File: config.mk
export PLATFORM = sky130hd
export DESIGN_NAME = type_lookup
export DESIGN_NICKNAME = d
export VERILOG_FILES = /design/src/rtl/parser_pkg.sv /design/src/rtl/type_lookup.sv
export SDC_FILE = /design/constraint.sdc
export NUM_CORES = 1
export LEC_CHECK = 0
export BUFFER_PORTS_ARGS = -buffer_cell sky130_fd_sc_hd__buf_2
export CAP_MARGIN = 20
export CELL_PAD_IN_SITES_DETAIL_PLACEMENT = 1
export CELL_PAD_IN_SITES_GLOBAL_PLACEMENT = 2
export CORE_AREA = 2 2 643 645
export CTS_BUF_LIST = sky130_fd_sc_hd__clkbuf_16
export DETAILED_ROUTE_END_ITERATION = 8
export DIE_AREA = 0 0 645 647
export PLACE_DENSITY_LB_ADDON = 0.3
export SYNTH_ARGS = -nofsm -noshare
export SYNTH_HDL_FRONTEND = slang
export SYNTH_SLANG_ARGS = --single-unit
File: constraint.sdc
create_clock -name clk -period 2.5 [get_ports clk]
set_input_delay 0.375 -clock clk [delete_from_list [all_inputs] [get_ports clk]]
set_output_delay 0.375 -clock clk [all_outputs]
set_load 0.01 [all_outputs]
File: src/rtl/parser_pkg.sv
/*
 * parser stage package
 * widths, rule and PHV structs, and the pipeline constants
 * shared by the decode, execute and result parts of the stage
 */

package parser_pkg;

	// window and rule table geometry
	localparam int PARS_W       = 512;
	localparam int NUM_RULE     = 8;
	localparam int RULE_ADDR_W  = 3;
	// cycles from phv_in_valid_i to phv_out_valid_o
	localparam int PIPE_LATENCY = 5;

	typedef logic [7:0]        byte_off_t;
	typedef logic [6:0]        hdr_off_t;
	typedef logic [15:0]       field16_t;
	typedef logic [31:0]       action_t;
	typedef logic [PARS_W-1:0] pars_data_t;

	// type field location, 8 bits
	typedef struct packed {
		logic     valid;
		hdr_off_t off;
	} type_ctl_t;

	// length field location and how to turn it into a byte count
	typedef struct packed {
		logic       calc;
		hdr_off_t   off;
		logic [7:0] mask;
		// fixed length, or shift amount in bits 1:0 when calc is set
		logic [7:0] val;
	} len_ctl_t;

	// byte 0 of pars_data is the most significant byte
	typedef struct packed {
		byte_off_t  pars_off;
		type_ctl_t  type_ctl;
		len_ctl_t   len_ctl;
		pars_data_t pars_data;
	} phv_t;

	typedef struct packed {
		logic     valid;
		field16_t key;
		field16_t mask;
		action_t  action;
	} rule_t;

	typedef rule_t [NUM_RULE-1:0] rule_arr_t;

	// decode to execute
	typedef struct packed {
		field16_t   type_fld;
		field16_t   len_fld;
		byte_off_t  pars_off;
		len_ctl_t   len_ctl;
		pars_data_t pars_data;
	} fields_t;

	// execute to result and out of the stage
	typedef struct packed {
		byte_off_t  next_off;
		logic       hit;
		action_t    action;
		field16_t   type_fld;
		pars_data_t pars_data;
	} result_t;

endpackage

File: src/rtl/type_lookup.sv
/*
 * type_lookup
 * execute part: ternary match of the type field, priority
 * select of the highest hitting rule and next-header offset
 */

`timescale 1ns/100ps

module type_lookup (
	input  logic                  clk,
	input  logic                  reset,
	input  parser_pkg::fields_t   fields_i,
	input  logic                  valid_i,
	input  parser_pkg::rule_arr_t rules_i,
	output parser_pkg::result_t   result_o,
	output logic                  valid_o
);
	import parser_pkg::*;

	logic [NUM_RULE-1:0] hit_q;
	byte_off_t           len_q;
	fields_t             fields_q;
	logic                valid_q;
	action_t             sel_act;
	logic                sel_hit;
	byte_off_t           scaled;

	always_ff @(posedge clk or negedge reset) begin
		if (!reset) begin
			valid_q <= 1'b0;
			valid_o <= 1'b0;
		end else begin
			valid_q <= valid_i;
			valid_o <= valid_q;
		end
	end

	// cycle 1: hit bitmap and masked length byte
	always_ff @(posedge clk) begin
		for (int i = 0; i < NUM_RULE; i++) begin
			hit_q[i] <= rules_i[i].valid &&
				((fields_i.type_fld & rules_i[i].mask) == rules_i[i].key);
		end
		len_q    <= fields_i.len_fld[7:0] & fields_i.len_ctl.mask;
		fields_q <= fields_i;
	end

	// highest index wins, later iterations override earlier ones
	always_comb begin
		sel_act = '0;
		sel_hit = 1'b0;
		for (int i = 0; i < NUM_RULE; i++) begin
			if (hit_q[i]) begin
				sel_act = rules_i[i].action;
				sel_hit = 1'b1;
			end
		end
	end

	// length in units of 1, 2, 4 or 8 bytes
	assign scaled = len_q << fields_q.len_ctl.val[1:0];

	// cycle 2: select and offset add, wraps modulo 256
	always_ff @(posedge clk) begin
		if (fields_q.len_ctl.calc) begin
			result_o.next_off <= fields_q.pars_off + scaled;
		end else begin
			result_o.next_off <= fields_q.pars_off + fields_q.len_ctl.val;
		end
		result_o.hit       <= sel_hit;
		result_o.action    <= sel_act;
		result_o.type_fld  <= fields_q.type_fld;
		result_o.pars_data <= fields_q.pars_data;
	end

	a_valid_two_cycles: assert property (
		@(posedge clk) disable iff (!reset)
		valid_o == $past(valid_i, 2)
	);

endmodule

==> impl_metrics.csv, run 1 <==
group,metric,value,unit
die,die_y,647,um
worst_setup_path,r2r-end,"result_o[532]$_DFF_P_",
finish,fin_util,13.5,%
route,initialDrtViolationCount,1080,
finish,mostFrequentLayoutCell,"buf_2",
die,initial_utilization,6.61,%
place,port_buffers,1653,
timing,final-hold-violation-count,0,
logic_synthesis,synthCells,1808,
timing,worst_slack,0.0410,ns
pwr,power.internal,33600,uW
route,ant_nets,0,
finish,layout-drive-gt1-share,43.5,%
timing,min_period_over_period,98.4,%
timing,final_max_slew_viol_count,0,
clock_network,post_cts_buffers,0,
worst_setup_path,r2r_slack,0.04,ns
finish,final_cell_mix,"1,653 x buf_2, 1,126 x dfxtp_1, 777 x dlygate4sd3_1, 153 x clkbuf_16, 65 x buf_4",
pwr,p_switching,11000,uW
worst_setup_path,crit_path_end_kind,"flip-flop",
place,place_ws,-0.192,ns
logic_synthesis,synth.largest_area_cell,"dfxtp_1",
pwr,power_leakage,0.0238,uW
pwr,ir_worst_vdd,0.414,mV
route,wl_per_cell,22.1,um
clock_network,cts_root_buf,"clkbuf_16",
timing,min_period,2.46,ns
worst_setup_path,worstPathRequired,3.23,ns
global_routing,grt_usage,10.2,%
timing,finalSetupViolCount,0,
worst_setup_path,setup.worst_path.end,"result_o[532]$_DFF_P_",
worst_setup_path,r2r_start,"hit_q[6]$_DFF_P_",
global_routing,use_met1,12.2,%
finish,areaGrowthSynthToFinish,105,%
die,core-area,411000,sq um
worst_setup_path,critPathLaunchType,"flip-flop",
pwr,powerDensity,803,nW/um^2
global_routing,globalRouteOverflowTotal,0,
worst_setup_path,worstPathMaxFanout,9,
clock_network,cts_buffer_depth,4,
worst_setup_path,cp.arrival,3.18,ns
timing,slew-limit-headroom,31.1,%
logic_synthesis,syn-num-nets,2915,
clock_network,clkTransAtPathRegs,0.06,ns
outcome,outcome,"finished, final reports clean",
logic_synthesis,synth_edf_count,0,
worst_setup_path,setup.worst_path.start,"hit_q[6]$_DFF_P_",
global_routing,grt_pass1_vias,27900,
route,wl,222,mm
worst_setup_path,r2r_cells,5,
place,hpwl,193,mm
clock_network,cts_buffers,150,
timing,grt_setup_unrepaired,"false",
finish,fillers,47900,
pwr,p_sw_share,24.7,%
logic_synthesis,ys_types,50,
logic_synthesis,synth.area.top_cells,"dfxtp_1 83%, xor2_1 1.9%, a221o_1 1.1%, a222oi_1 1.0%, nand3_1 1.0%",
clock_network,clock_latency,0.84,ns
clock_network,cts-htree-levels,4,
job,max_cap_violations,0,
global_routing,top_usage_layer,"met2",
worst_setup_path,crit_type,"reg2reg",
logic_synthesis,synth_ff_type,"dfxtp_1",
route,vias,25400,
clock_network,cts.sinks,1132,
logic_synthesis,synthArstFlopShare,0.177,%
global_routing,grt_pass1_wl,279,mm
die,die_x,645,um
timing,fmax,0.407,GHz
logic_synthesis,yosys.area.top_type_share,83.2,%
logic_synthesis,ys_seq_area_share,83.4,%
route,drc,0,
pwr,p_seq_share,43.3,%
logic_synthesis,synth_seq_cells,1132,
timing,fin_skew,0.0454,ns
route,viasPerCell,2.52,
pwr,p_clk_share,48.5,%
die,die-area,417000,sq um
pwr,p_comb_share,8.2,%
clock_network,cts_tree,"yes",
global_routing,gr-usage-met2,17.2,%
place,place.gp.congestion,0.800,
timing,setup_tns,0,ns
global_routing,met3_usage,3.85,%
die,rows,236,
die,ios,1669,
timing,holdWs,0.0650,ns
route,firstDrtPassIters,9,
finish,nets,5513,
pwr,finalPower,44600,uW
global_routing,grt_max_degree,31,
global_routing,antenna_found_initial,181,
timing,tightest_slew,1.02,ns
min_path,holdCritPathClass,"in2reg",
logic_synthesis,avgSynthCellArea,15.0,sq um
logic_synthesis,synth_warnings,0,
logic_synthesis,synthesis.area,27200,sq um
[cell type report]
cell class	instances	area, sq um	share of cell area, %
Sequential cell	1132	22700	40.8
Timing Repair Buffer	2503	16700	30.0
Tap cell	5474	6850	12.3
Multi-Input combinational cell	612	4260	7.66
Clock buffer	153	3830	6.89
Clock inverter	113	1030	1.86
Antenna cell	88	220	0.396
Inverter	7	27.5	0.0495
[power groups by stage]
stage	logic, uW	clock network, uW	registers, uW
2_1_floorplan	357	0	19800
3_3_place_gp	2680	0	19700
3_5_place_dp	2690	0	19700
4_1_cts	3780	22800	19400
5_1_grt	3940	23400	19400
6_report	3640	21700	19300
[worst max-delay path, cell delays in order (launching register included)]
cell	delay, ns
dfxtp_1	0.56
nand2_4	0.19
o22ai_1	0.31
dlygate4sd3_1	0.66
a31oi_1	0.06
dlygate4sd3_1	0.57
[timing repair]
item                       4_1_cts  5_1_grt
hold endpoints to repair       595        0
gates resized for setup          0        5
setup endpoints to repair        0        3
hold buffers                   777        0
[through the flow]
step	cells	area (sq um)
2_1_floorplan	1808	27200
3_3_place_gp	8951	42700
3_5_place_dp	8951	42700
4_1_cts	9994	55300
5_1_grt	10000	55400
6_report	10100	55600
[per-layer routing]
layer / wire length, um / vias up
li1: - / 11600
met4: 5640 / 48
met2: 105000 / 1293
met3: 20600 / 382
met5: 317 / -
met1: 91000 / 12200
[worst min-delay path by stage]
stage	from	endpoint	cells after the start	slack (ns)
detailed placement	reset	valid_q$_DFF_PN0_	1	0.18
global placement	reset	valid_q$_DFF_PN0_	1	0.17
global route	rules_i[107]	hit_q[1]$_DFF_P_	5	0.02
CTS	rules_i[391]	result_o[529]$_DFF_P_	4	0.0008
finish	rules_i[111]	hit_q[1]$_DFF_P_	5	0.07
floorplan	reset	valid_o$_DFF_PN0_	0	0.08
[sequential cells by signal, summed over array words and instances (netlist names)]
signal	cells
len_q	8
result_o	569
hit_q	8
valid_q	1
valid_o	1
fields_q	545
[kinds of logic after synthesis]
kind of cell               after synthesis  synth area share, %
and+or+nand+nor                        266                 5.43
muxes                                   10                0.483
buffers and inverters                   64                 1.18
AOI/OAI and AO/OA                      266                 7.11
adders and majority gates                8                0.396
DFF                                   1132                 83.4
xor gates and xnor gates                62                 2.00
[synth_stat cells (6+ instances only)]
cell,n
buf_2,31
a221o_1,29
a21o_1,17
nand3_1,55
o22ai_1,29
a222oi_1,28
and3_1,40
a21boi_0,16
o21ai_0,16
nor2_1,6
a211oi_1,18
and3b_1,16
a31oi_1,30
dfxtp_1,1130
and2_1,8
nor4_1,8
nand4_1,16
inv_1,7
nor2b_1,7
clkbuf_1,19
xor2_1,58
o22a_1,16
a21oi_1,50
ha_1,7
nand2_1,65
nand2b_1,34
Note: power is estimated with default switching activity, not from simulation.
==> inputs of run 2 (changes only) <==
--- a/config.mk
+++ b/config.mk
@@ -9,10 +9,10 @@
 export CAP_MARGIN = 20
 export CELL_PAD_IN_SITES_DETAIL_PLACEMENT = 1
 export CELL_PAD_IN_SITES_GLOBAL_PLACEMENT = 2
-export CORE_AREA = 2 2 643 645
-export CTS_BUF_LIST = sky130_fd_sc_hd__clkbuf_16
+export CORE_AREA = 2 2 648 650
+export CTS_BUF_LIST = sky130_fd_sc_hd__clkbuf_2 sky130_fd_sc_hd__clkbuf_4 sky130_fd_sc_hd__clkbuf_8
 export DETAILED_ROUTE_END_ITERATION = 8
-export DIE_AREA = 0 0 645 647
+export DIE_AREA = 0 0 650 652
 export PLACE_DENSITY_LB_ADDON = 0.3
 export SYNTH_ARGS = -nofsm -noshare
 export SYNTH_HDL_FRONTEND = slang
==> impl_metrics.csv, run 2 (synthesized netlist as in run 1, its figures left out) <==
group,metric,value,unit
finish,nets,6197,
pwr,power.internal,34400,uW
die,initial_utilization,6.53,%
worst_setup_path,critical-path-max-stage-delay,0.59,ns
die,rows,237,
die,die-area,424000,sq um
clock_network,cts_buffer_depth,4,
global_routing,grt_pass1_wl,289,mm
pwr,finalPower,45400,uW
route,vias,28300,
timing,final_max_slew_viol_count,0,
pwr,p_sw_share,24.3,%
pwr,ir_worst_vdd,0.431,mV
pwr,p_clk_share,47.7,%
min_path,holdCritPathClass,"in2reg",
timing,fmax,0.411,GHz
timing,final-hold-violation-count,0,
timing,worst_slack,0.0648,ns
pwr,p_seq_share,42.6,%
global_routing,grt_max_degree,30,
worst_setup_path,cp.arrival,3.43,ns
timing,min_period,2.44,ns
finish,largest_reg_flops,569,
timing,tightest_slew,0.697,ns
route,drc,0,
pwr,p_comb_share,9.7,%
clock_network,cts_tree,"yes",
clock_network,clock_latency,1.06,ns
timing,fin_skew,0.139,ns
global_routing,antenna_found_initial,199,
timing,slew-limit-headroom,53.4,%
worst_setup_path,crit_path_end_kind,"flip-flop",
clock_network,cts_root_buf,"clkbuf_8",
clock_network,cts_buffers,221,
timing,min_period_over_period,97.4,%
clock_network,cts-htree-levels,4,
worst_setup_path,worstPathRequired,3.50,ns
route,wl_per_cell,20.9,um
finish,regMostFlops,"result_o",
pwr,p_switching,11000,uW
worst_setup_path,worstPathMaxFanout,14,
worst_setup_path,critPathLaunchType,"input pin",
global_routing,grt_usage,10.3,%
place,hpwl,192,mm
worst_setup_path,cpMaxStageDelayCell,"dlygate4sd3_1",
finish,final_cell_mix,"1,646 x buf_2, 1,388 x dlygate4sd3_1, 1,126 x dfxtp_1, 279 x clkbuf_8, 70 x buf_4",
worst_setup_path,cp_cell_sequence,"dlygate4sd3_1 > clkbuf_4 > a21o_1 > dlygate4sd3_1 > a211oi_1 > dlygate4sd3_1 > nand4_1 > nor4_2 > buf_4",
global_routing,grt_pass1_vias,31400,
die,core-area,416000,sq um
timing,finalSetupViolCount,0,
route,firstDrtPassIters,7,
die,die_x,650,um
outcome,outcome,"finished, final reports clean",
job,max_cap_violations,0,
clock_network,cts.sinks,1132,
route,ant_nets,0,
worst_setup_path,cp_common_cell,"dlygate4sd3_1",
finish,largestRegisters,"result_o x569, fields_q x545",
route,wl,227,mm
clock_network,clkTransAtPathRegs,0.06,ns
finish,areaGrowthSynthToFinish,128,%
route,viasPerCell,2.61,
die,ios,1669,
pwr,powerDensity,731,nW/um^2
global_routing,globalRouteOverflowTotal,0,
place,place.gp.congestion,0.825,
finish,mostFrequentLayoutCell,"buf_2",
die,die_y,652,um
timing,grt_setup_unrepaired,"false",
finish,layout-drive-gt1-share,40.9,%
pwr,power_leakage,0.0267,uW
place,place_ws,-0.0403,ns
worst_setup_path,crit_type,"in2reg",
place,port_buffers,1653,
route,initialDrtViolationCount,1104,
run 2: changes by cell type in the layout (fill, tap and decap cells not counted), sizes merged, moves of 6 or more:
cell | previous run | this run
clkinvlp | 10 | 4
clkbuf | 153 | 339
inv | 37 | 15
clkinv | 58 | 30
dlygate4sd3 | 777 | 1388
run 2: power groups by stage:
stage          registers, uW  logic (uW)  clock network [uW]
2_1_floorplan          19800         357                   0
3_3_place_gp           19700        2630                   0
3_5_place_dp           19700        2640                   0
4_1_cts                19400        4500               22800
5_1_grt                19400        4740               23600
6_report               19400        4390               21700
run 2: cell type report:
| class | instances | area [sq um] |
|---|---|---|
| diodes | 91 | 228 |
| repair buffers | 3116 | 22900 |
| fillers | 48500 | 354000 |
| flip-flops and latches | 1132 | 22700 |
| well taps | 5497 | 6880 |
| clock buffers | 337 | 4280 |
| multi-input cells | 612 | 4270 |
| inverters | 7 | 26.3 |
| clock inverters | 60 | 845 |
run 2: critical path: cells and delay by family:
| kind | cells | cell delay, ns |
|---|---|---|
| AO/OA/AOI/OAI | 2 | 0.38 |
| buffers and inverters | 5 | 2.19 |
| AND/OR/NAND/NOR | 2 | 0.46 |
run 2: metrics by stage:
step,area (sq um),cells,setup TNS [ns],hold slack [ns],util (%)
floorplan,27200,1808,0,0.0794,-
global placement,42700,8970,-1.06,0.169,10.3
detailed placement,42700,8971,-0.0403,0.171,10.3
CTS,61800,10800,0,0.000712,14.8
global route,61900,10800,0,0.0208,14.9
finish,62100,10900,0,0.102,14.9
run 2: worst paths after layout:
| path | startpoint | to | slack [ns] | cells after the start |
|---|---|---|---|---|
| worst max-delay path | fields_i[567] | hit_q[0]$_DFF_P_ | 0.06 | 9 |
| worst min-delay path | rules_i[510] | hit_q[7]$_DFF_P_ | 0.10 | 6 |
| worst max register to register | fields_q[512]$_DFF_P_ | result_o[568]$_DFF_P_ | 0.15 | 12 |
| worst min register to register | fields_q[18]$_DFF_P_ | result_o[18]$_DFF_P_ | 0.29 | 0 |
| max in group asynchronous | reset | valid_q$_DFF_PN0_ | 2.06 | 3 |
| min in group asynchronous | reset | valid_o$_DFF_PN0_ | 0.32 | 3 |
run 2: routing by layer:
layer  routed length [um]  up-vias  part of all wire (%)  track usage, %
met4                 8360       80                   3.7            4.02
met1                88400    13400                    39            11.6
li1                     -    12900                     -               -
met5                  498        -                  0.22               0
met2               105000     1437                    46            16.9
met3                24400      494                    11            4.76
run 2: what timing repair did:
action	in CTS	in global routing
gates resized for setup	5	9
setup endpoints to repair	5	10
endpoints found under the hold margin	596	0
buffers inserted	0	5
hold buffers	1388	0
pin swaps	0	2
