==> src/rtl/parser_pkg.sv <==
/*
 * parser stage package
 * widths, rule and PHV structs, and the pipeline constants
 * shared by the decode, execute and result parts of the stage
 */

package parser_pkg;

	// window and rule table geometry
	localparam int PARS_W       = 512;
	localparam int NUM_RULE     = 8;
	localparam int RULE_ADDR_W  = 3;
	// cycles from phv_in_valid_i to phv_out_valid_o
	localparam int PIPE_LATENCY = 5;

	typedef logic [7:0]        byte_off_t;
	typedef logic [6:0]        hdr_off_t;
	typedef logic [15:0]       field16_t;
	typedef logic [31:0]       action_t;
	typedef logic [PARS_W-1:0] pars_data_t;

	// type field location, 8 bits
	typedef struct packed {
		logic     valid;
		hdr_off_t off;
	} type_ctl_t;

	// length field location and how to turn it into a byte count
	typedef struct packed {
		logic       calc;
		hdr_off_t   off;
		logic [7:0] mask;
		// fixed length, or shift amount in bits 1:0 when calc is set
		logic [7:0] val;
	} len_ctl_t;

	// byte 0 of pars_data is the most significant byte
	typedef struct packed {
		byte_off_t  pars_off;
		type_ctl_t  type_ctl;
		len_ctl_t   len_ctl;
		pars_data_t pars_data;
	} phv_t;

	typedef struct packed {
		logic     valid;
		field16_t key;
		field16_t mask;
		action_t  action;
	} rule_t;

	typedef rule_t [NUM_RULE-1:0] rule_arr_t;

	// decode to execute
	typedef struct packed {
		field16_t   type_fld;
		field16_t   len_fld;
		byte_off_t  pars_off;
		len_ctl_t   len_ctl;
		pars_data_t pars_data;
	} fields_t;

	// execute to result and out of the stage
	typedef struct packed {
		byte_off_t  next_off;
		logic       hit;
		action_t    action;
		field16_t   type_fld;
		pars_data_t pars_data;
	} result_t;

endpackage

==> src/rtl/phv_assemble.sv <==
/*
 * phv_assemble
 * result part: registered output boundary of the stage,
 * holds the last result between valid cycles
 */

`timescale 1ns/100ps

module phv_assemble (
	input  logic                clk,
	input  logic                reset,
	input  parser_pkg::result_t result_i,
	input  logic                valid_i,
	output parser_pkg::result_t phv_out_o,
	output logic                phv_out_valid_o
);

	always_ff @(posedge clk or negedge reset) begin
		if (!reset) begin
			phv_out_valid_o <= 1'b0;
		end else begin
			phv_out_valid_o <= valid_i;
		end
	end

	// payload only moves with a valid result
	always_ff @(posedge clk) begin
		if (valid_i) begin
			phv_out_o <= result_i;
		end
	end

endmodule

==> config.mk <==
export PLATFORM = sky130hd
export DESIGN_NAME = phv_assemble
export DESIGN_NICKNAME = d
export VERILOG_FILES = /design/src/rtl/parser_pkg.sv /design/src/rtl/phv_assemble.sv
export SDC_FILE = /design/constraint.sdc
export NUM_CORES = 1
export LEC_CHECK = 0
export BUFFER_PORTS_ARGS = -buffer_cell sky130_fd_sc_hd__buf_2
export CAP_MARGIN = 10
export CORE_AREA = 8 8 437 439
export CTS_BUF_LIST = sky130_fd_sc_hd__clkbuf_16
export CTS_CLUSTER_DIAMETER = 200
export DETAILED_ROUTE_END_ITERATION = 7
export DIE_AREA = 0 0 445 447
export PLACE_DENSITY = 0.3
export RECOVER_POWER = 50
export SLEW_MARGIN = 20
export SYNTH_ARGS = -nofsm -noshare
export SYNTH_HDL_FRONTEND = slang
export SYNTH_SLANG_ARGS = --single-unit
==> constraint.sdc <==
create_clock -name clk -period 0.8 [get_ports clk]
set_input_delay 0.08 -clock clk [delete_from_list [all_inputs] [get_ports clk]]
set_output_delay 0.08 -clock clk [all_outputs]
set_load 0.05 [all_outputs]
==> out/results.tsv, run 1 <==
stage	metric	value	unit
timing	Hold Vio Cnt, Final	0	
detailed_routing	Via density	2.66	
detailed_routing	routed wl met2	39900	µm
power_and_ir_drop	PD cells	2230	mW/mm²
logic_synthesis	Post-Synth XOR/XNOR Area	0	
logic_synthesis	Synth Warn #	0	
timing	Tightest Pin Transition	0.358	ns
floorplanning	Die ar.	0.199	mm²
run_status	status	finished with violations	
floorplanning	Die Y	447	µm
power_and_ir_drop	worst vdd ir	1.25	mV
logic_synthesis	area share of the largest cell type after synthesis	0.999	
cells_and_area	Final Cell Area	0.0380	mm²
placed_design	dpl hpwl	56800	µm
global_routing	largest net degree at the start of global routing	50	
detailed_routing	Post-DRT Antenna Nets	0	
detailed_routing	wl on met1	24600	µm
power_and_ir_drop	Design Power	84.8	mW
timing	fin crit share	1.77	
global_routing	number of global-route vias before repair	15194	
worst_setup_path	Slowest-stage cell, CP	edfxtp_1	
logic_synthesis	area leader, netlist	edfxtp_1	
timing	fin crit period	1.41	ns
detailed_routing	WL met3	7840	µm
global_routing	total grt overflow	0	
floorplanning	initial core utilization	0.0929	
floorplanning	IO Count	1142	
logic_synthesis	cell count after synthesis	570	
cts	Root Buffer	clkbuf_16	
worst_setup_path	crit-path cells	buf_12	
cts	CTS buffer count	70	
floorplanning	Die X	445	µm
worst_setup_path	CP required	0.72	ns
worst_setup_path	CP Class	reg -> out	
logic_synthesis	number of synthesized flops with an enable pin	569	
logic_synthesis	FF+latch count, synth	570	
timing	slew margin rel.	0.761	
worst_setup_path	critical path endpoint category	output port	
cts	clock sink count	570	
detailed_routing	Post-Route WL	74800	µm
logic_synthesis	Syn Area/Cell	30.0	µm²
timing	number of slew-limit violations in the final report	0	
logic_synthesis	Synth Area in Simple Gates	0	
worst_setup_path	startpoint types	register	
cells_and_area	multi-input gates	0	
worst_setup_path	crit-path leading delay family	flip-flops	
detailed_routing	post-DR wirelength/cell	15.1	µm
placed_design	IO buf count	1141	
timing	RSZ-0062 raised after global routing	true	
logic_synthesis	synth cell count leaders	edfxtp_1 (569), dfrtp_1 (1)	
worst_setup_path	Arr. time, crit path	1.33	ns
placed_design	Post-Place Setup Slack	-0.313	ns
placed_design	Post-DP Area	0.0266	mm²
logic_synthesis	Synth Area in Adders	0	
logic_synthesis	Synth Flop Type	edfxtp_1	
cts	CTS tree	yes	
min_path	Hold Crit Class	in -> reg	
cts	H-tree depth	3	
logic_synthesis	Synth Area in Compound Gates	0	
cells_and_area	Final nets	2984	
worst_setup_path	CP Max Fanout	1	
detailed_routing	First-pass DRT Iterations	4	
run_status	violated checks	setup timing	
cells_and_area	area of the multi-input gates	0	µm²
detailed_routing	Initial DRC Count	461	
global_routing	Total GRT Usage	0.0703	
floorplanning	core area	0.184	mm²
timing	Setup WS post-layout	-0.615	ns
cells_and_area	fill count	19749	
logic_synthesis	most frequent cell after synthesis	edfxtp_1	
logic_synthesis	Async S/R FF share, synth	0.00175	
cells_and_area	Area growth syn-to-layout	122	%
logic_synthesis	Post-Syn Area	0.0171	mm²
cells_and_area	share of cells above drive strength 1	0.515	
cells_and_area	Finished Core Util	0.206	
placed_design	RD Place Congestion	0.754	
power_and_ir_drop	Leak	15.1	nW
logic_synthesis	Net Count, Synth	1142	
detailed_routing	DRC viols	0	
global_routing	first-pass GRT wire length	104000	µm
detailed_routing	vias	13131	
logic_synthesis	register area share after synthesis	1.00	
logic_synthesis	post-synth cell types	2	
worst_setup_path	CP peak stage delay	0.47	ns
cts	maximum clock insertion buffer count	3	
logic_synthesis	mux share of post-synthesis cell area	0	
worst_setup_path	crit path buf inv count	1	
job	Max Cap Violations	0	
logic_synthesis	ranking of synthesized cells by area	edfxtp_1 (100%), dfrtp_1 (0.15%)	
timing	fmax	707	MHz
cts	clk slew on worst S/H paths	0.06	ns
detailed_routing	top sig layer	met5	
floorplanning	Cell Rows	158	
global_routing	initial antenna violation count	5	
timing	final setup fails	1125	
-- state kept, by name, indices dropped and copies added, names as in the netlist --
signal and flops:
phv_out_valid_o 1, phv_out_o 569
-- area by class of cell --
| type | count | area [µm²] | area share |
|---|---|---|---|
| Antenna cell | 1 | 2.50 | 0.0000659 |
| Tap cell | 2480 | 3100 | 0.0817 |
| Sequential cell | 570 | 17100 | 0.451 |
| Clock buffer | 71 | 1780 | 0.0468 |
| Timing Repair Buffer | 1770 | 15700 | 0.412 |
| Clock inverter | 49 | 319 | 0.00840 |
-- path summary, 6_finish.rpt --
check,from,to,cells past startpoint
max in group asynchronous,reset,phv_out_valid_o,3
hold / removal,result_i[213],phv_out_o[213],2
min in group asynchronous,reset,phv_out_valid_o,3
setup / recovery,phv_out_o[237],phv_out_o[237],1
-- cell families (layout without fill, tap and decap cells) --
group                  Yosys count  in the layout
other                            0              1
buffers and inverters            0           1890
flip-flops                     570            570
-- layer usage --
metal  GRT usage  up-vias
met1      0.0662     6285
met5           0        -
met2       0.130      678
met3      0.0323      113
met4      0.0322        2
li1            -     6053
-- metrics by stage --
stage | setup TNS, ns | instances | hold WS, ns
2_1_floorplan | 0 | 570 | -0.216
3_3_place_gp | -123.13 | 4239 | -0.143
3_5_place_dp | -126.41 | 4239 | -0.140
4_1_cts | -450.16 | 4942 | 0.00427
5_1_grt | -470.50 | 4941 | 0.0417
6_report | -427.39 | 4941 | 0.118
-- placed cells by master (no fill, tap or decap), drive strengths merged --
| cell type | instances |
|---|---|
| buf | 1179 |
| dlygate4sd3 | 581 |
| edfxtp | 569 |
| clkbuf | 81 |
| clkinv | 23 |
| inv | 22 |
| bufinv | 2 |
| clkinvlp | 2 |
| diode | 1 |
| dfrtp | 1 |
-- power by group --
group | internal (mW) | switching, mW | leakage, nW
clock network | 16.8 | 12.8 | 1.09
registers | 35.6 | 1.14 | 5.58
logic | 7.31 | 11.2 | 8.40
-- what timing repair did --
action                                  in CTS  in global routing
endpoints found under the setup margin     570               1116
pin swaps                                    0                  0
buffers inserted                             0                  0
hold buffers                               583                  1
gates resized for setup                   1118                  1
endpoints found under the hold margin      636                 34
Power figures use the tool's default switching activity.
==> run 2: changes to the inputs <==
--- a/config.mk
+++ b/config.mk
@@ -7,11 +7,11 @@
 export LEC_CHECK = 0
 export BUFFER_PORTS_ARGS = -buffer_cell sky130_fd_sc_hd__buf_2
 export CAP_MARGIN = 10
-export CORE_AREA = 8 8 437 439
+export CORE_AREA = 5 5 447 449
 export CTS_BUF_LIST = sky130_fd_sc_hd__clkbuf_16
 export CTS_CLUSTER_DIAMETER = 200
 export DETAILED_ROUTE_END_ITERATION = 7
-export DIE_AREA = 0 0 445 447
+export DIE_AREA = 0 0 452 454
 export PLACE_DENSITY = 0.3
 export RECOVER_POWER = 50
 export SLEW_MARGIN = 20
==> out/results.tsv, run 2 (synthesized netlist as in run 1, its figures left out) <==
stage	metric	value	unit
cells_and_area	most frequent cells in the layout	dlygate4sd3_1 (627), edfxtp_1 (569), buf_6 (555)	
power_and_ir_drop	PD cells	2250	mW/mm²
global_routing	Total GRT Usage	0.0692	
placed_design	RD Place Congestion	0.756	
power_and_ir_drop	worst vdd ir	1.46	mV
floorplanning	Die ar.	0.205	mm²
cells_and_area	Final nets	3042	
cells_and_area	area of the multi-input gates	0	µm²
detailed_routing	Via density	2.63	
cts	H-tree depth	3	
worst_setup_path	startpoint types	register	
power_and_ir_drop	logic gate share of total power	0.214	
detailed_routing	First-pass DRT Iterations	4	
worst_setup_path	CP peak stage delay	0.42	ns
cells_and_area	Sequential Area	0.0171	mm²
cts	CTS buffer count	71	
power_and_ir_drop	internal power	62.1	mW
cts	clk slew on worst S/H paths	0.06	ns
floorplanning	initial core utilization	0.0874	
worst_setup_path	crit-path leading delay family	flip-flops	
timing	Hold Vio Cnt, Final	0	
global_routing	first-pass GRT wire length	104000	µm
global_routing	number of global-route vias before repair	15364	
global_routing	largest net degree at the start of global routing	38	
power_and_ir_drop	Clk pwr share	0.366	
timing	fmax	672	MHz
global_routing	total grt overflow	0	
power_and_ir_drop	switching share of power	0.291	
cts	CTS tree	yes	
cells_and_area	fill count	20986	
detailed_routing	routed wl met2	40400	µm
timing	fin crit share	1.86	
global_routing	initial antenna violation count	5	
power_and_ir_drop	Reg power frac	0.419	
detailed_routing	WL met3	6520	µm
timing	Tightest Pin Transition	0.597	ns
timing	RSZ-0062 raised after global routing	true	
timing	Setup WS post-layout	-0.688	ns
worst_setup_path	crit path buf inv count	2	
detailed_routing	Initial DRC Count	517	
timing	fin crit period	1.49	ns
detailed_routing	top sig layer	met5	
job	Max Cap Violations	0	
worst_setup_path	critical path endpoint category	output port	
timing	hold slack	0.111	ns
detailed_routing	vias	13378	
worst_setup_path	Arr. time, crit path	1.41	ns
floorplanning	core area	0.196	mm²
cells_and_area	Area growth syn-to-layout	128	%
timing	slew margin rel.	0.602	
cells_and_area	share of cells above drive strength 1	0.500	
cells_and_area	Largest register FFs	569	
timing	final setup fails	1145	
power_and_ir_drop	Leak	15.5	nW
placed_design	Inst Count DP	4320	
min_path	Hold Crit Class	in -> reg	
worst_setup_path	Slowest-stage cell, CP	edfxtp_1	
cts	maximum clock insertion buffer count	3	
floorplanning	IO Count	1142	
worst_setup_path	CP Max Fanout	1	
placed_design	dpl hpwl	56900	µm
placed_design	IO buf count	1141	
cells_and_area	Finished Layout Cells	5081	
timing	setup TNS	-462.50	ns
detailed_routing	wl on met1	25200	µm
cells_and_area	Top reg by flops	phv_out_o	
cts	clock sink count	570	
cells_and_area	most common cell after layout, fill and taps aside	dlygate4sd3_1	
detailed_routing	Post-Route WL	75200	µm
cts	Root Buffer	clkbuf_16	
floorplanning	Die Y	454	µm
detailed_routing	post-DR wirelength/cell	14.8	µm
cells_and_area	largest registers	phv_out_o x569, phv_out_valid_o x1	
timing	number of slew-limit violations in the final report	0	
worst_setup_path	CP required	0.72	ns
detailed_routing	Post-DRT Antenna Nets	0	
cells_and_area	multi-input gates	0	
run_status	violated checks	setup timing	
worst_setup_path	crit-path cells	buf_12 -> buf_12	
power_and_ir_drop	switching pwr	25.5	mW
detailed_routing	DRC viols	0	
worst_setup_path	crit path launch	phv_out_o[109]	
worst_setup_path	CP most frequent cell	buf_12	
min_path	Worst Hold Launch	result_i[243]	
worst_setup_path	CP Class	reg -> out	
run_status	status	finished with violations	
floorplanning	Cell Rows	163	
floorplanning	Die X	452	µm
## run 2: cell types whose count changed in the layout (fill, tap and decap cells not counted), sizes merged
cell	change
buf	-15
bufinv	+5
clkbuf	+20
clkinv	-3
clkinvlp	+1
diode	+2
dlygate4sd3	+46
dlymetal6s4s	+9
inv	-2
## run 2: area by class of cell
| class | instances | area share |
|---|---|---|
| Antenna cell | 3 | 0.000193 |
| Clock inverter | 50 | 0.0117 |
| Timing Repair Buffer | 1827 | 0.419 |
| Tap cell | 2557 | 0.0821 |
| Sequential cell | 570 | 0.439 |
| Clock buffer | 74 | 0.0475 |
## run 2: power groups by stage
stage	clock network, mW	logic (mW)	registers [mW]
4_1_cts	33.7	19.1	36.8
2_1_floorplan	0	0	45.1
3_3_place_gp	0	13.8	36.8
3_5_place_dp	0	13.8	36.8
5_1_grt	34.9	19.5	37.0
6_report	32.1	18.8	36.8
## run 2: layer usage
metal	global-route usage	vias to the layer above
met5	0	-
met4	0.0371	2
met3	0.0268	140
met2	0.127	639
met1	0.0669	6423
li1	-	6174
## run 2: through the flow
step / instance area, µm² / power (mW) / util / setup WS (ns)
2_1_floorplan: 17100 / 45.1 / - / 0.119
4_1_cts: 39100 / 89.6 / 0.200 / -0.843
3_5_place_dp: 26800 / 50.6 / 0.137 / -0.338
5_1_grt: 38900 / 91.3 / 0.199 / -0.815
3_3_place_gp: 26800 / 50.6 / 0.137 / -0.338
6_report: 39000 / 87.6 / 0.199 / -0.688
## run 2: repair_timing
item                                    4_1_cts  5_1_grt
setup buffers                                 0        0
endpoints found under the hold margin       683       22
endpoints found under the setup margin      570     1165
hold buffers                                649        2
gates resized for setup                    1110        9
## run 2: worst paths after layout
path	to	slack (ns)	cells past startpoint
worst max-delay path	phv_out_o[109]	-0.69	2
min in group asynchronous	phv_out_valid_o	0.23	3
worst min-delay path	phv_out_o[243]	0.11	2
max in group asynchronous	phv_out_valid_o	0.47	3
==> run 3: changes to the inputs <==
--- a/config.mk
+++ b/config.mk
@@ -14,6 +14,7 @@
 export DIE_AREA = 0 0 452 454
 export PLACE_DENSITY = 0.3
 export RECOVER_POWER = 50
+export SKIP_CTS_REPAIR_TIMING = 1
 export SLEW_MARGIN = 20
 export SYNTH_ARGS = -nofsm -noshare
 export SYNTH_HDL_FRONTEND = slang
==> out/results.tsv, run 3 (synthesized netlist as in run 1, its figures left out) <==
stage	metric	value	unit
timing	fin crit share	1.86	
detailed_routing	post-DR wirelength/cell	14.9	µm
global_routing	busiest grt layer	met2	
global_routing	largest net degree at the start of global routing	38	
worst_setup_path	CP required	0.72	ns
worst_setup_path	CP Max Fanout	1	
placed_design	Post-DP Area	0.0268	mm²
detailed_routing	Post-Route WL	74700	µm
cts	clock sink count	570	
global_routing	first-pass GRT wire length	91500	µm
floorplanning	Cell Rows	163	
cells_and_area	Area growth syn-to-layout	124	%
power_and_ir_drop	worst vdd ir	1.45	mV
detailed_routing	Post-DRT Antenna Nets	0	
cells_and_area	Finished Core Util	0.196	
cells_and_area	Final nets	2982	
worst_setup_path	startpoint types	register	
floorplanning	core area	0.196	mm²
timing	final setup fails	1122	
floorplanning	IO Count	1142	
power_and_ir_drop	Leak	15.2	nW
cts	maximum clock insertion buffer count	3	
floorplanning	Die X	452	µm
min_path	Hold Crit Class	in -> reg	
cts	CTS tree	yes	
worst_setup_path	Arr. time, crit path	1.41	ns
cts	H-tree depth	3	
cts	CTS buffer count	71	
cells_and_area	Largest register FFs	569	
detailed_routing	vias	13168	
timing	fin crit period	1.49	ns
cells_and_area	Sequential Area	0.0171	mm²
cells_and_area	most common cell after layout, fill and taps aside	dlygate4sd3_1	
timing	slew margin rel.	0.587	
cts	Root Buffer	clkbuf_16	
cells_and_area	multi-input gates	0	
timing	number of slew-limit violations in the final report	0	
global_routing	initial antenna violation count	4	
detailed_routing	First-pass DRT Iterations	4	
floorplanning	Die Y	454	µm
timing	Hold Vio Cnt, Final	0	
detailed_routing	Initial DRC Count	514	
worst_setup_path	CP Class	reg -> out	
timing	RSZ-0062 raised after global routing	true	
detailed_routing	DRC viols	0	
cells_and_area	largest registers	phv_out_o x569, phv_out_valid_o x1	
power_and_ir_drop	PD cells	2280	mW/mm²
global_routing	number of global-route vias before repair	11823	
timing	Setup WS post-layout	-0.689	ns
cts	clk slew on worst S/H paths	0.06	ns
cells_and_area	Final Cell Area	0.0383	mm²
cells_and_area	Top reg by flops	phv_out_o	
placed_design	RD Place Congestion	0.756	
worst_setup_path	critical path endpoint category	output port	
global_routing	M1 GR Usage	0.0609	
placed_design	IO buf count	1141	
floorplanning	Die ar.	0.205	mm²
cells_and_area	area of the multi-input gates	0	µm²
timing	fmax	671	MHz
detailed_routing	Via density	2.62	
floorplanning	initial core utilization	0.0874	
run_status	status	finished with violations	
power_and_ir_drop	Design Power	87.4	mW
cells_and_area	most frequent cells in the layout	dlygate4sd3_1 (574), edfxtp_1 (569), buf_2 (557)	
global_routing	grt met3 use	0.0289	
run_status	violated checks	setup timing	
placed_design	dpl hpwl	56900	µm
cells_and_area	share of cells above drive strength 1	0.517	
timing	Tightest Pin Transition	0.619	ns
cells_and_area	fill count	21036	
global_routing	total grt overflow	0	
timing	hold slack	0.113	ns
global_routing	met2 global-route usage	0.115	
job	Max Cap Violations	0	
global_routing	Total GRT Usage	0.0636	
run 3: changes by cell type in the layout (fill, tap and decap cells not counted):
cell / previous run / this run
clkbuf_1: 24 / 14
dlymetal6s4s_1: 9 / 0
buf_4: 34 / 35
dlygate4sd3_1: 627 / 574
buf_6: 555 / 554
buf_2: 545 / 557
run 3: critical path: stages (launching register included):
cell and delay [ns]:
edfxtp_1 0.42, buf_12 0.16, buf_12 0.14
run 3: area by class of cell:
cell class            instances  area share
sequential                  570       0.446
timing repair buffer       1767       0.410
tap                        2557      0.0835
clock buffer                 74      0.0483
clock inverter               50      0.0119
antenna                       3    0.000196
run 3: path summary, 6_finish.rpt:
| path | from | endpoint | cells after the start |
|---|---|---|---|
| worst max-delay path | phv_out_o[109] | phv_out_o[109] | 2 |
| worst min-delay path | result_i[243] | phv_out_o[243] | 2 |
| max in group asynchronous | reset | phv_out_valid_o | 3 |
| min in group asynchronous | reset | phv_out_valid_o | 3 |
run 3: power breakdown:
group / switching, mW / leakage, nW / internal (mW) / total [mW]
combinational: 11.2 / 8.42 / 7.37 / 18.5
clock: 13.1 / 1.19 / 19.0 / 32.1
sequential: 1.17 / 5.58 / 35.6 / 36.8
total: 25.4 / 15.2 / 61.9 / 87.4
run 3: stage by stage:
step | cells | setup TNS (ns) | worst slack (ns)
2_1_floorplan | 570 | 0 | 0.119
3_3_place_gp | 4320 | -134.61 | -0.338
3_5_place_dp | 4320 | -134.62 | -0.338
4_1_cts | 4444 | -382.22 | -0.843
5_1_grt | 5021 | -522.98 | -0.815
6_report | 5021 | -465.29 | -0.689
run 3: routing by layer:
| layer | vias to the layer above | routed length, µm | part of all wire |
|---|---|---|---|
| li1 | 6053 | - | - |
| met1 | 6371 | 25400 | 0.34 |
| met2 | 625 | 40700 | 0.54 |
| met3 | 119 | 6210 | 0.083 |
| met4 | 0 | 2450 | 0.033 |
| met5 | - | 0 | 0 |
